--- src/lsu_config.svh ---
`ifndef LSU_CONFIG_SVH
`define LSU_CONFIG_SVH

// address and data widths
`define LSU_ADDR_W 16
`define LSU_DATA_W 32

// instruction tag and dispatch age
`define LSU_TAG_W 4
`define LSU_AGE_W 4

// queue depths
`define LSU_LDQ_DEPTH 4
`define LSU_STQ_DEPTH 4

// one data word per line
`define L1D_LINES 8

`endif

--- src/lsu_pkg.sv ---
`include "lsu_config.svh"

package lsu_pkg;

  // --------------------
  // queue entries
  // --------------------

  // 24 bits
  typedef struct packed {
    logic [`LSU_TAG_W-1:0]  tag;
    logic [`LSU_ADDR_W-1:0] addr;
    logic [`LSU_AGE_W-1:0]  age;
  } ld_entry_t;

  // 56 bits
  typedef struct packed {
    logic [`LSU_TAG_W-1:0]  tag;
    logic [`LSU_ADDR_W-1:0] addr;
    logic [`LSU_DATA_W-1:0] data;
    logic [`LSU_AGE_W-1:0]  age;
  } st_entry_t;

  // --------------------
  // miss requester
  // --------------------
  typedef enum logic [1:0] {
    IDLE      = 2'd0,
    READ      = 2'd1,
    WRITE     = 2'd2,
    WAIT_RESP = 2'd3
  } lrq_state_t;

endpackage

--- src/lsu_queue.sv ---
`timescale 1ns/10ps

module lsu_queue #(
  parameter type entry_t = logic [7:0],
  parameter int  DEPTH   = 4
) (
  input  logic   i_clk,
  input  logic   i_reset_n,
  input  logic   i_push,
  input  entry_t i_entry,
  input  logic   i_pop,
  output logic   o_head_valid,
  output entry_t o_head,
  output logic   o_full
);

  localparam int PTR_W = (DEPTH > 1) ? $clog2(DEPTH) : 1;
  localparam int CNT_W = $clog2(DEPTH + 1);

  entry_t           r_mem [DEPTH];
  logic [PTR_W-1:0] r_wr_ptr;
  logic [PTR_W-1:0] r_rd_ptr;
  logic [CNT_W-1:0] r_count;

  always_ff @(posedge i_clk, negedge i_reset_n) begin
    if (!i_reset_n) begin
      r_wr_ptr <= '0;
      r_rd_ptr <= '0;
      r_count  <= '0;
    end else begin
      if (i_push) begin
        r_wr_ptr <= (r_wr_ptr == PTR_W'(DEPTH - 1)) ? '0 : r_wr_ptr + 1'b1;
      end
      if (i_pop) begin
        r_rd_ptr <= (r_rd_ptr == PTR_W'(DEPTH - 1)) ? '0 : r_rd_ptr + 1'b1;
      end
      case ({i_push, i_pop})
        2'b10:   r_count <= r_count + 1'b1;
        2'b01:   r_count <= r_count - 1'b1;
        default: r_count <= r_count;
      endcase
    end
  end

  always_ff @(posedge i_clk) begin
    if (i_push) begin
      r_mem[r_wr_ptr] <= i_entry;
    end
  end

  assign o_head_valid = (r_count != '0);
  assign o_head       = r_mem[r_rd_ptr];
  assign o_full       = (r_count == CNT_W'(DEPTH));

  a_no_push_full : assert property (@(posedge i_clk) disable iff (!i_reset_n) i_push |-> !o_full);
  a_no_pop_empty : assert property (@(posedge i_clk) disable iff (!i_reset_n) i_pop |-> o_head_valid);

endmodule

--- src/l1d_cache.sv ---
`timescale 1ns/10ps
`include "lsu_config.svh"

module l1d_cache (
  input  logic                   i_clk,
  input  logic                   i_reset_n,
  input  logic                   i_rd_valid,
  input  logic [`LSU_ADDR_W-1:0] i_rd_addr,
  input  logic                   i_wr_valid,
  input  logic [`LSU_ADDR_W-1:0] i_wr_addr,
  input  logic [`LSU_DATA_W-1:0] i_wr_data,
  input  logic                   i_fill_valid,
  input  logic [`LSU_ADDR_W-1:0] i_fill_addr,
  input  logic [`LSU_DATA_W-1:0] i_fill_data,
  output logic                   o_rd_hit,
  output logic [`LSU_DATA_W-1:0] o_rd_data
);

  localparam int OFF_W  = $clog2(`LSU_DATA_W / 8);
  localparam int IDX_W  = $clog2(`L1D_LINES);
  localparam int CTAG_W = `LSU_ADDR_W - OFF_W - IDX_W;

  logic [`L1D_LINES-1:0]  r_valid;
  logic [CTAG_W-1:0]      r_tag  [`L1D_LINES];
  logic [`LSU_DATA_W-1:0] r_data [`L1D_LINES];

  logic [IDX_W-1:0] w_rd_idx;
  logic [IDX_W-1:0] w_wr_idx;
  logic [IDX_W-1:0] w_fill_idx;
  logic             w_rd_match;
  logic             w_wr_match;

  assign w_rd_idx   = i_rd_addr[OFF_W +: IDX_W];
  assign w_wr_idx   = i_wr_addr[OFF_W +: IDX_W];
  assign w_fill_idx = i_fill_addr[OFF_W +: IDX_W];

  assign w_rd_match = r_valid[w_rd_idx] & (r_tag[w_rd_idx] == i_rd_addr[`LSU_ADDR_W-1 -: CTAG_W]);
  assign w_wr_match = r_valid[w_wr_idx] & (r_tag[w_wr_idx] == i_wr_addr[`LSU_ADDR_W-1 -: CTAG_W]);

  // valid bits only ever get set by a refill
  always_ff @(posedge i_clk, negedge i_reset_n) begin
    if (!i_reset_n) begin
      r_valid  <= '0;
      o_rd_hit <= 1'b0;
    end else begin
      if (i_fill_valid) begin
        r_valid[w_fill_idx] <= 1'b1;
      end
      o_rd_hit <= i_rd_valid & w_rd_match;
    end
  end

  // --------------------
  // tag and data arrays
  // --------------------
  always_ff @(posedge i_clk) begin
    if (i_fill_valid) begin
      r_tag[w_fill_idx]  <= i_fill_addr[`LSU_ADDR_W-1 -: CTAG_W];
      r_data[w_fill_idx] <= i_fill_data;
    end else if (i_wr_valid && w_wr_match) begin
      r_data[w_wr_idx] <= i_wr_data;
    end
    if (i_rd_valid) begin
      o_rd_data <= r_data[w_rd_idx];
    end
  end

  a_no_wr_with_fill : assert property (
    @(posedge i_clk) disable iff (!i_reset_n) !(i_wr_valid && i_fill_valid)
  );

endmodule

--- src/l1d_miss_requester.sv ---
`timescale 1ns/10ps
`include "lsu_config.svh"

module l1d_miss_requester
  import lsu_pkg::*;
(
  input  logic                   i_clk,
  input  logic                   i_reset_n,
  input  logic                   i_req_valid,
  input  logic                   i_req_write,
  input  logic [`LSU_ADDR_W-1:0] i_req_addr,
  input  logic [`LSU_DATA_W-1:0] i_req_data,
  input  logic                   i_ext_req_ready,
  input  logic                   i_ext_resp_valid,
  input  logic [`LSU_DATA_W-1:0] i_ext_resp_data,
  output logic                   o_busy,
  output logic                   o_resolve,
  output logic                   o_fill_valid,
  output logic [`LSU_ADDR_W-1:0] o_fill_addr,
  output logic [`LSU_DATA_W-1:0] o_fill_data,
  output logic                   o_ext_req_valid,
  output logic                   o_ext_req_write,
  output logic [`LSU_ADDR_W-1:0] o_ext_req_addr,
  output logic [`LSU_DATA_W-1:0] o_ext_req_data
);

  lrq_state_t             r_state;
  logic [`LSU_ADDR_W-1:0] r_addr;
  logic [`LSU_DATA_W-1:0] r_data;

  always_ff @(posedge i_clk, negedge i_reset_n) begin
    if (!i_reset_n) begin
      r_state <= IDLE;
    end else begin
      case (r_state)
        IDLE:      if (i_req_valid) r_state <= i_req_write ? WRITE : READ;
        READ:      if (i_ext_req_ready) r_state <= WAIT_RESP;
        WRITE:     if (i_ext_req_ready) r_state <= IDLE;
        WAIT_RESP: if (i_ext_resp_valid) r_state <= IDLE;
        default:   r_state <= IDLE;
      endcase
    end
  end

  // held request
  always_ff @(posedge i_clk) begin
    if ((r_state == IDLE) && i_req_valid) begin
      r_addr <= i_req_addr;
      r_data <= i_req_data;
    end
  end

  assign o_busy          = (r_state != IDLE);
  assign o_ext_req_valid = (r_state == READ) | (r_state == WRITE);
  assign o_ext_req_write = (r_state == WRITE);
  assign o_ext_req_addr  = r_addr;
  assign o_ext_req_data  = r_data;

  // refill goes straight into the cache with the response
  assign o_fill_valid = (r_state == WAIT_RESP) & i_ext_resp_valid;
  assign o_fill_addr  = r_addr;
  assign o_fill_data  = i_ext_resp_data;

  // writes finish on acceptance
  assign o_resolve = o_fill_valid | ((r_state == WRITE) & i_ext_req_ready);

  a_resp_in_wait : assert property (
    @(posedge i_clk) disable iff (!i_reset_n) i_ext_resp_valid |-> (r_state == WAIT_RESP)
  );

endmodule

--- src/lsu_pipe.sv ---
`timescale 1ns/10ps
`include "lsu_config.svh"

module lsu_pipe
  import lsu_pkg::*;
(
  input  logic                   i_clk,
  input  logic                   i_reset_n,
  // queue side
  input  logic                   i_ld_head_valid,
  input  ld_entry_t              i_ld_head,
  input  logic                   i_st_head_valid,
  input  st_entry_t              i_st_head,
  output logic                   o_ld_pop,
  output logic                   o_st_pop,
  // cache side
  output logic                   o_rd_valid,
  output logic [`LSU_ADDR_W-1:0] o_rd_addr,
  output logic                   o_wr_valid,
  output logic [`LSU_ADDR_W-1:0] o_wr_addr,
  output logic [`LSU_DATA_W-1:0] o_wr_data,
  input  logic                   i_rd_hit,
  input  logic [`LSU_DATA_W-1:0] i_rd_data,
  // requester side
  output logic                   o_lrq_valid,
  output logic                   o_lrq_write,
  output logic [`LSU_ADDR_W-1:0] o_lrq_addr,
  output logic [`LSU_DATA_W-1:0] o_lrq_data,
  input  logic                   i_lrq_busy,
  input  logic                   i_resolve,
  // done report
  output logic                   o_done_valid,
  output logic [`LSU_TAG_W-1:0]  o_done_tag,
  output logic [`LSU_DATA_W-1:0] o_done_data
);

  // replay waits a cycle so the refilled line is readable
  typedef enum logic [2:0] {
    P_IDLE, P_EX1, P_EX2, P_WAIT, P_REPLAY
  } pipe_state_t;

  pipe_state_t            r_state;
  logic                   r_op_is_store;
  logic [`LSU_TAG_W-1:0]  r_op_tag;
  logic [`LSU_ADDR_W-1:0] r_op_addr;
  logic [`LSU_DATA_W-1:0] r_op_data;
  logic                   r_hit;
  logic [`LSU_DATA_W-1:0] r_data;

  logic [`LSU_AGE_W-1:0] w_age_diff;
  logic                  w_ld_older;
  logic                  w_issue_ld;
  logic                  w_issue_st;
  logic                  w_lrq_send;
  logic                  w_done_ld;
  logic                  w_done_st;

  // --------------------
  // issue by age
  // --------------------
  // negative difference means the load was dispatched first
  assign w_age_diff = i_ld_head.age - i_st_head.age;
  assign w_ld_older = i_ld_head_valid & (!i_st_head_valid | w_age_diff[`LSU_AGE_W-1]);
  assign w_issue_ld = (r_state == P_IDLE) & w_ld_older;
  assign w_issue_st = (r_state == P_IDLE) & i_st_head_valid & !w_ld_older;

  assign o_rd_valid = w_issue_ld | w_issue_st | (r_state == P_REPLAY);
  assign o_rd_addr  = (r_state == P_REPLAY) ? r_op_addr :
                      w_issue_ld            ? i_ld_head.addr : i_st_head.addr;

  // --------------------
  // EX2 decide
  // --------------------
  assign w_lrq_send = (r_state == P_EX2) & (r_op_is_store | !r_hit) & !i_lrq_busy;
  assign w_done_ld  = (r_state == P_EX2) & !r_op_is_store & r_hit;
  assign w_done_st  = (r_state == P_WAIT) & r_op_is_store & i_resolve;

  // store hit updates the line alongside the write-through
  assign o_wr_valid = w_lrq_send & r_op_is_store & r_hit;
  assign o_wr_addr  = r_op_addr;
  assign o_wr_data  = r_op_data;

  assign o_lrq_valid = w_lrq_send;
  assign o_lrq_write = r_op_is_store;
  assign o_lrq_addr  = r_op_addr;
  assign o_lrq_data  = r_op_data;

  assign o_done_valid = w_done_ld | w_done_st;
  assign o_done_tag   = r_op_tag;
  assign o_done_data  = r_op_is_store ? r_op_data : r_data;
  assign o_ld_pop     = w_done_ld;
  assign o_st_pop     = w_done_st;

  always_ff @(posedge i_clk, negedge i_reset_n) begin
    if (!i_reset_n) begin
      r_state <= P_IDLE;
    end else begin
      case (r_state)
        P_IDLE:   if (w_issue_ld || w_issue_st) r_state <= P_EX1;
        P_EX1:    r_state <= P_EX2;
        P_EX2: begin
          if (w_done_ld) begin
            r_state <= P_IDLE;
          end else if (w_lrq_send) begin
            r_state <= P_WAIT;
          end
        end
        P_WAIT: begin
          if (i_resolve) begin
            r_state <= r_op_is_store ? P_IDLE : P_REPLAY;
          end
        end
        P_REPLAY: r_state <= P_EX1;
        default:  r_state <= P_IDLE;
      endcase
    end
  end

  // operation in flight and its lookup result
  always_ff @(posedge i_clk) begin
    if (w_issue_ld || w_issue_st) begin
      r_op_is_store <= w_issue_st;
      r_op_tag      <= w_issue_st ? i_st_head.tag : i_ld_head.tag;
      r_op_addr     <= w_issue_st ? i_st_head.addr : i_ld_head.addr;
      r_op_data     <= i_st_head.data;
    end
    if (r_state == P_EX1) begin
      r_hit  <= i_rd_hit;
      r_data <= i_rd_data;
    end
  end

  // the head popped with a report is the operation that was issued
  a_pop_is_issued_op : assert property (
    @(posedge i_clk) disable iff (!i_reset_n)
    o_done_valid |-> ((o_ld_pop ? i_ld_head.tag : i_st_head.tag) == o_done_tag)
  );

endmodule

--- src/lsu_top.sv ---
`timescale 1ns/10ps
`include "lsu_config.svh"

module lsu_top
  import lsu_pkg::*;
(
  input  logic                   i_clk,
  input  logic                   i_reset_n,
  // dispatch
  input  logic                   i_disp_valid,
  input  logic                   i_disp_is_store,
  input  logic [`LSU_TAG_W-1:0]  i_disp_tag,
  input  logic [`LSU_ADDR_W-1:0] i_disp_addr,
  input  logic [`LSU_DATA_W-1:0] i_disp_data,
  output logic                   o_disp_ld_ready,
  output logic                   o_disp_st_ready,
  // done report
  output logic                   o_done_valid,
  output logic [`LSU_TAG_W-1:0]  o_done_tag,
  output logic [`LSU_DATA_W-1:0] o_done_data,
  // external memory
  input  logic                   i_ext_req_ready,
  input  logic                   i_ext_resp_valid,
  input  logic [`LSU_DATA_W-1:0] i_ext_resp_data,
  output logic                   o_ext_req_valid,
  output logic                   o_ext_req_write,
  output logic [`LSU_ADDR_W-1:0] o_ext_req_addr,
  output logic [`LSU_DATA_W-1:0] o_ext_req_data
);

  logic [`LSU_AGE_W-1:0] r_age;
  logic                  w_ld_push, w_st_push;
  ld_entry_t             w_ld_entry, w_ld_head;
  st_entry_t             w_st_entry, w_st_head;
  logic                  w_ld_head_valid, w_ld_full, w_ld_pop;
  logic                  w_st_head_valid, w_st_full, w_st_pop;

  logic                   w_rd_valid, w_rd_hit, w_wr_valid;
  logic [`LSU_ADDR_W-1:0] w_rd_addr, w_wr_addr;
  logic [`LSU_DATA_W-1:0] w_rd_data, w_wr_data;

  logic                   w_lrq_valid, w_lrq_write, w_lrq_busy, w_resolve;
  logic [`LSU_ADDR_W-1:0] w_lrq_addr, w_fill_addr;
  logic [`LSU_DATA_W-1:0] w_lrq_data, w_fill_data;
  logic                   w_fill_valid;

  // --------------------
  // dispatch split
  // --------------------
  assign o_disp_ld_ready = !w_ld_full;
  assign o_disp_st_ready = !w_st_full;
  assign w_ld_push = i_disp_valid & !i_disp_is_store & o_disp_ld_ready;
  assign w_st_push = i_disp_valid & i_disp_is_store & o_disp_st_ready;

  assign w_ld_entry = '{tag: i_disp_tag, addr: i_disp_addr, age: r_age};
  assign w_st_entry = '{tag: i_disp_tag, addr: i_disp_addr, data: i_disp_data, age: r_age};

  // one age per accepted operation, shared by both queues
  always_ff @(posedge i_clk, negedge i_reset_n) begin
    if (!i_reset_n) begin
      r_age <= '0;
    end else if (w_ld_push || w_st_push) begin
      r_age <= r_age + 1'b1;
    end
  end

  lsu_queue #(.entry_t(ld_entry_t), .DEPTH(`LSU_LDQ_DEPTH)) u_ldq (
    .i_clk(i_clk), .i_reset_n(i_reset_n),
    .i_push(w_ld_push), .i_entry(w_ld_entry), .i_pop(w_ld_pop),
    .o_head_valid(w_ld_head_valid), .o_head(w_ld_head), .o_full(w_ld_full)
  );

  lsu_queue #(.entry_t(st_entry_t), .DEPTH(`LSU_STQ_DEPTH)) u_stq (
    .i_clk(i_clk), .i_reset_n(i_reset_n),
    .i_push(w_st_push), .i_entry(w_st_entry), .i_pop(w_st_pop),
    .o_head_valid(w_st_head_valid), .o_head(w_st_head), .o_full(w_st_full)
  );

  // --------------------
  // pipe, cache, requester
  // --------------------
  lsu_pipe u_lsu_pipe (
    .i_clk(i_clk), .i_reset_n(i_reset_n),
    .i_ld_head_valid(w_ld_head_valid), .i_ld_head(w_ld_head),
    .i_st_head_valid(w_st_head_valid), .i_st_head(w_st_head),
    .o_ld_pop(w_ld_pop), .o_st_pop(w_st_pop),
    .o_rd_valid(w_rd_valid), .o_rd_addr(w_rd_addr),
    .o_wr_valid(w_wr_valid), .o_wr_addr(w_wr_addr), .o_wr_data(w_wr_data),
    .i_rd_hit(w_rd_hit), .i_rd_data(w_rd_data),
    .o_lrq_valid(w_lrq_valid), .o_lrq_write(w_lrq_write),
    .o_lrq_addr(w_lrq_addr), .o_lrq_data(w_lrq_data),
    .i_lrq_busy(w_lrq_busy), .i_resolve(w_resolve),
    .o_done_valid(o_done_valid), .o_done_tag(o_done_tag), .o_done_data(o_done_data)
  );

  l1d_cache u_l1d_cache (
    .i_clk(i_clk), .i_reset_n(i_reset_n),
    .i_rd_valid(w_rd_valid), .i_rd_addr(w_rd_addr),
    .i_wr_valid(w_wr_valid), .i_wr_addr(w_wr_addr), .i_wr_data(w_wr_data),
    .i_fill_valid(w_fill_valid), .i_fill_addr(w_fill_addr), .i_fill_data(w_fill_data),
    .o_rd_hit(w_rd_hit), .o_rd_data(w_rd_data)
  );

  l1d_miss_requester u_l1d_miss_requester (
    .i_clk(i_clk), .i_reset_n(i_reset_n),
    .i_req_valid(w_lrq_valid), .i_req_write(w_lrq_write),
    .i_req_addr(w_lrq_addr), .i_req_data(w_lrq_data),
    .i_ext_req_ready(i_ext_req_ready),
    .i_ext_resp_valid(i_ext_resp_valid), .i_ext_resp_data(i_ext_resp_data),
    .o_busy(w_lrq_busy), .o_resolve(w_resolve),
    .o_fill_valid(w_fill_valid), .o_fill_addr(w_fill_addr), .o_fill_data(w_fill_data),
    .o_ext_req_valid(o_ext_req_valid), .o_ext_req_write(o_ext_req_write),
    .o_ext_req_addr(o_ext_req_addr), .o_ext_req_data(o_ext_req_data)
  );

endmodule

--- config.mk ---
export PLATFORM = sky130hd
export DESIGN_NAME = lsu_top
export DESIGN_NICKNAME = d
export VERILOG_FILES = /design/src/lsu_pkg.sv /design/src/lsu_queue.sv /design/src/l1d_cache.sv /design/src/l1d_miss_requester.sv /design/src/lsu_pipe.sv /design/src/lsu_top.sv
export VERILOG_INCLUDE_DIRS = /design/src /design/src/src
export SDC_FILE = /design/constraint.sdc
export NUM_CORES = 1
export LEC_CHECK = 0
export BUFFER_PORTS_ARGS = -buffer_cell sky130_fd_sc_hd__buf_4
export CAP_MARGIN = 20
export CORE_MARGIN = 8
export CORE_UTILIZATION = 36
export CTS_CLUSTER_DIAMETER = 50
export DETAILED_ROUTE_END_ITERATION = 8
export HOLD_SLACK_MARGIN = 0.03
export PLACE_DENSITY_LB_ADDON = 0.2
export SLEW_MARGIN = 20
export SYNTH_ARGS = -nofsm -noshare
export SYNTH_HDL_FRONTEND = slang
export SYNTH_HIERARCHICAL = 1
export SYNTH_SLANG_ARGS = --single-unit
export TNS_END_PERCENT = 100
--- constraint.sdc ---
create_clock -name i_clk -period 8.5 [get_ports i_clk]
set_input_delay 0.425 -clock i_clk [delete_from_list [all_inputs] [get_ports i_clk]]
set_output_delay 0.425 -clock i_clk [all_outputs]
set_load 0.03 [all_outputs]
==> flow_metrics.env, run 1 <==
export IMPL_grt_use_total=0.147
export IMPL_dp_cells=2943
export IMPL_clockBufferDepth=3
export IMPL_drive_gt1_frac=0.368
export IMPL_placed_area_um2=37000
export IMPL_status="finished, final reports clean"
export IMPL_dp_slack_ns=2.84
export IMPL_route_vias_total=16071
export IMPL_hold_class="in -> reg"
export IMPL_setup_ws_ns=2.98
export IMPL_finalCritPeriodShare=0.650
export IMPL_setup_viol=0
export IMPL_cts_buffers=105
export IMPL_drtIter0Drc=1025
export IMPL_cts_sinks=862
export IMPL_antenna_left=0
export IMPL_die_h_um=327
export IMPL_via_per_inst=5.04
export IMPL_internal_power_w=0.0104
export IMPL_die_w_um=327
export IMPL_cts_tree="built"
export IMPL_clk_latency_ns=0.65
export IMPL_post_cts_buffers=0
export IMPL_htree_levels=3
export IMPL_irDropWorstVdd_uv=315
export IMPL_comb_power_share=0.321
export IMPL_swShare=0.311
export IMPL_syn_inst=1620
export IMPL_synthesis_nets=1732
export IMPL_relSlewSlack=0.265
export IMPL_clkTransAtPathRegs_ns=0.06
export IMPL_drc=0
export IMPL_cts_resized=0
export IMPL_totalWireLength_um=79700
export IMPL_fmax_mhz=181
export IMPL_cp_max_fo=64
export IMPL_finClkSkew_ns=0.0220
export IMPL_dpl_hpwl_um=47100
export IMPL_power_density_nw_per_um2=370
export IMPL_nets=1939
export IMPL_wire_per_inst_um=25.0
export IMPL_grt_overflow=0
export IMPL_core_um2=96100
export IMPL_tightestPinTransition_ns=1.10
export IMPL_worstSetupPathType="reg -> reg"
export IMPL_io_pins=179
export IMPL_hold_buffers=53
export IMPL_grt_max_degree=65
export IMPL_period_minus_slack_ns=5.52
export IMPL_cts_root_buf="clkbuf_16"
export IMPL_firstDrtPassIters=4
export IMPL_switching_power_w=0.00471
export IMPL_initial_core_util=0.361
export IMPL_gp_congestion=0.751
export IMPL_rows=114
export IMPL_grt_pass1_wl_um=117000
export IMPL_p_total_w=0.0152
export IMPL_finalNonFillerCells=3189
export IMPL_die_area_um2=107000
export IMPL_rsz0062_at_grt="no"
export IMPL_end_kind="register"
export IMPL_grt_pass1_vias=17392
export IMPL_critical_path_arrival_ns=6.04
export IMPL_nFillCells=8342
export IMPL_yosys_warnings=6
export IMPL_p_seq_frac=0.392
export IMPL_power_leakage_nw=13.8
export IMPL_syn_avg_cell_area_um2=21.4
export IMPL_syn_cell_area_um2=34700
export IMPL_setup_tns_ns=0
export IMPL_cap_violations=0
export IMPL_startpoint_type="register"
export IMPL_antenna_found_initial=2
export IMPL_slew_viol_final=0
export IMPL_cp_required_ns=9.02
export IMPL_io_buffers=178
export IMPL_stdcell_area_um2=40900
export IMPL_hold_viol=0
export IMPL_pwr_share_clk=0.287
export IMPL_area_growth_pct=17.9
-- per-layer routing --
| layer | vias to the layer above | track usage | part of all wire |
|---|---|---|---|
| met2 | 354 | 0.248 | 0.50 |
| met3 | 117 | 0.0261 | 0.041 |
| met5 | - | 0 | 0.00013 |
| met1 | 8648 | 0.197 | 0.44 |
| li1 | 6950 | - | - |
| met4 | 2 | 0.0390 | 0.021 |
-- flip-flops by register name (all words and copies together) (netlist names), 32 cells and up --
register and count:
u_l1d_cache/o_rd_data 32, u_l1d_cache/r_data 256, u_l1d_cache/r_tag 88, u_l1d_miss_requester/o_ext_req_data 32
u_ldq/r_mem 96, u_lsu_pipe/o_lrq_data 32, u_lsu_pipe/r_data 32, u_stq/r_mem 224
-- worst paths after layout --
| check | start | endpoint | slack [ns] | depth (start not counted) |
|---|---|---|---|---|
| worst max-delay path | u_ldq/r_rd_ptr[0] | u_l1d_cache/o_rd_hit | 2.98 | 12 |
| worst min-delay path | i_disp_valid | r_age[0] | 0.1 | 3 |
| worst max register to register | u_ldq/r_rd_ptr[0] | u_l1d_cache/o_rd_hit | 2.98 | 12 |
| worst min register to register | u_l1d_cache/o_rd_data[28] | u_lsu_pipe/r_data[28] | 0.42 | 0 |
| max in group asynchronous | i_reset_n | u_stq/r_rd_ptr[0] | 7.76 | 2 |
| min in group asynchronous | i_reset_n | u_l1d_cache/r_valid[4] | 0.32 | 2 |
-- final cells by class --
class                           instances  area (µm²)  share of cell area
Inverter                               27         101             0.00248
Clock buffer                          124        2780              0.0680
Tap cell                             1276        1600              0.0390
Sequential cell                       862       25700               0.629
Multi-Input combinational cell        571        7930               0.194
Clock inverter                         68         643              0.0157
Timing Repair Buffer                  260        2140              0.0522
Antenna cell                            1        2.50           0.0000611
-- critical path, stage by stage, from the launching register on --
cell and delay [ns]:
dfrtp_1 0.95, buf_4 0.40, mux4_1 0.63, nor2b_4 0.14, o21ai_2 0.09, xnor2_2 0.18, o221ai_2 0.61, a221o_4 1.00
buf_4 0.50, mux4_2 0.35, mux2_2 0.30, nand3_1 0.09, nor4_1 0.06
-- power groups by stage --
stage / Clock [W] / Combinational, W / Sequential (W)
5_1_grt: 0.00462 / 0.00522 / 0.00602
3_3_place_gp: 0 / 0.00486 / 0.00602
6_report: 0.00435 / 0.00486 / 0.00594
2_1_floorplan: 0 / 0.00384 / 0.00585
3_5_place_dp: 0 / 0.00493 / 0.00604
4_1_cts: 0.00447 / 0.00497 / 0.00596
-- cell usage in the layout (no fill, tap or decap), types with 20 or more instances in the layout --
cell type      count
xor2_1            21
nand2_1           21
ha_1              20
inv_1             26
dfrtp_1           30
mux2_1            20
mux2i_1           32
edfxtp_1         830
mux4_2           175
mux2_2            77
clkbuf_16        109
dlygate4sd3_1     53
mux2_4            34
buf_4            204
-- per-stage QoR --
step	hold slack [ns]	util
after floorplan	0.129	-
after global placement	0.401	0.384
after detailed placement	0.405	0.384
after CTS	0.0610	0.426
after global routing	0.101	0.426
final	0.0994	0.426
Note: power is estimated with default switching activity, not from simulation.
==> run 2, diff against run 1 <==
==> constraint.sdc (replaced) <==
create_clock -name i_clk -period 4.8 [get_ports i_clk]
set_input_delay 0.24 -clock i_clk [delete_from_list [all_inputs] [get_ports i_clk]]
set_output_delay 0.24 -clock i_clk [all_outputs]
set_load 0.03 [all_outputs]
==> flow_metrics.env, run 2 (synthesis results as in run 1) <==
export IMPL_slew_viol_final=0
export IMPL_power_leakage_nw=14.0
export IMPL_drive_gt1_frac=0.364
export IMPL_met2_usage=0.248
export IMPL_drc=0
export IMPL_rsz0062_at_grt="no"
export IMPL_antenna_found_initial=3
export IMPL_wire_per_inst_um=24.8
export IMPL_setup_viol=0
export IMPL_route_vias_total=16273
export IMPL_critical_path_arrival_ns=4.89
export IMPL_grt_pass1_wl_um=119000
export IMPL_firstDrtPassIters=4
export IMPL_reg_largest_list="u_l1d_cache/r_data: 256 flops, u_stq/r_mem: 224 flops, u_ldq/r_mem: 96 flops"
export IMPL_io_buffers=178
export IMPL_die_w_um=327
export IMPL_startpoint_type="register"
export IMPL_nFillCells=8331
export IMPL_r2r_start="u_ldq/r_rd_ptr[0]"
export IMPL_antenna_left=0
export IMPL_gp_congestion=0.766
export IMPL_dpl_hpwl_um=47900
export IMPL_regMostFlops="u_l1d_cache/r_data"
export IMPL_core_um2=96100
export IMPL_status="finished, final reports clean"
export IMPL_busiest_layer="met2"
export IMPL_cts_tree="built"
export IMPL_pwr_share_clk=0.284
export IMPL_grt_overflow=0
export IMPL_clk_latency_ns=0.68
export IMPL_seq_area_um2=25700
export IMPL_initial_core_util=0.361
export IMPL_hold_viol=0
export IMPL_io_pins=179
export IMPL_period_minus_slack_ns=4.31
export IMPL_tightestPinTransition_ns=1.04
export IMPL_finClkSkew_ns=0.0441
export IMPL_use_met3=0.0330
export IMPL_rows=114
export IMPL_p_seq_frac=0.384
export IMPL_drtIter0Drc=1011
export IMPL_cp_max_fo=31
export IMPL_relSlewSlack=0.302
export IMPL_totalWireLength_um=80500
export IMPL_via_per_inst=5.01
export IMPL_cts_resized=0
export IMPL_area_growth_pct=19.6
export IMPL_layout_common_cells="edfxtp_1 (830), buf_4 (214), mux4_2 (175)"
export IMPL_hold_class="in -> async"
export IMPL_worstSetupStartpoint="u_ldq/r_rd_ptr[0]"
export IMPL_internal_power_w=0.0186
export IMPL_use_met1=0.198
export IMPL_die_h_um=327
export IMPL_power_density_nw_per_um2=652
export IMPL_clockBufferDepth=3
export IMPL_nets=1992
export IMPL_cap_violations=0
export IMPL_worstSetupPathType="reg -> reg"
export IMPL_grt_max_degree=59
export IMPL_finalCritPeriodShare=0.899
export IMPL_comb_power_share=0.332
export IMPL_largest_reg_flops=256
export IMPL_grt_use_total=0.150
export IMPL_cts_root_buf="clkbuf_16"
export IMPL_htree_levels=3
export IMPL_cp_required_ns=5.38
export IMPL_switching_power_w=0.00850
export IMPL_swShare=0.314
export IMPL_fmax_mhz=232
export IMPL_setup_tns_ns=0
export IMPL_end_kind="register"
export IMPL_irDropWorstVdd_uv=606
export IMPL_cts_buffers=103
export IMPL_grt_pass1_vias=17840
export IMPL_timing_hold_ws_ns=0.0941
export IMPL_cts_sinks=862
export IMPL_final_common_cell="edfxtp_1"
export IMPL_multi_input_area_um2=7930
export IMPL_clkTransAtPathRegs_ns=0.06
export IMPL_die_area_um2=107000
-- run 2: changes by cell type in the layout (fill, tap and decap cells not counted), moves of 5 or more --
| cell | change |
|---|---|
| clkbuf_16 | -5 |
| buf_12 | +10 |
| buf_4 | +10 |
| clkbuf_8 | +7 |
| dlygate4sd3_1 | +37 |
| clkbuf_1 | +5 |
| inv_6 | -9 |
-- run 2: repair_timing --
item,4_1_cts,5_1_grt
hold buffers,90,0
hold endpoints to repair,587,0
setup buffers,0,0
-- run 2: area by class of cell --
type	instances	share of cell area
Multi-Input combinational cell	571	0.191
Sequential cell	862	0.620
Timing Repair Buffer	315	0.0657
Antenna cell	2	0.000121
Tap cell	1276	0.0384
Inverter	27	0.00244
Clock buffer	131	0.0668
Clock inverter	61	0.0160
-- run 2: path summary, 6_finish.rpt --
kind	end	slack [ns]	depth (start not counted)
max in group asynchronous	u_stq/r_rd_ptr[0]	4.32	2
max	u_l1d_cache/o_rd_hit	0.49	13
min reg2reg	u_lsu_pipe/r_data[3]	0.42	0
min in group i_clk	u_stq/r_mem[3][16]	0.30	2
min	u_l1d_cache/r_valid[5]	0.09	2
max reg2reg	u_l1d_cache/o_rd_hit	0.49	13
-- run 2: stage by stage --
step / total power [W] / utilization / cells / setup slack [ns] / instance area, µm²
after floorplan: 0.0172 / - / 1620 / -0.164 / 34700
after global placement: 0.0196 / 0.387 / 2961 / 0.527 / 37200
after detailed placement: 0.0197 / 0.387 / 2961 / 0.456 / 37200
after CTS: 0.0275 / 0.432 / 3243 / 0.454 / 41500
after global routing: 0.0284 / 0.432 / 3244 / 0.235 / 41500
final: 0.0271 / 0.432 / 3245 / 0.486 / 41500
-- run 2: metal layers --
metal	up-vias	wire length [µm]
met1	8677	34900
met4	2	1650
met3	119	4420
met5	-	13
met2	418	39500
li1	7057	-
-- run 2: power by group through the flow --
stage	sequential, W	clock [W]	combinational [W]
final	0.0104	0.00768	0.00899
after detailed placement	0.0106	0	0.00910
after global routing	0.0105	0.00820	0.00965
after global placement	0.0105	0	0.00905
after CTS	0.0104	0.00790	0.00921
after floorplan	0.0104	0	0.00679
-- run 2: worst max-delay path, cell delays in order (launching register included) --
cell and delay (ns):
dfrtp_1 0.39, mux4_1 0.59, ha_1 0.34, a21oi_2 0.14, o21ai_2 0.08, xnor2_2 0.29
o221ai_2 0.16, buf_4 0.23, a221o_4 0.66, mux4_2 0.36, mux2i_1 0.20, xor2_1 0.26
nand4_1 0.17, nor4_1 0.31
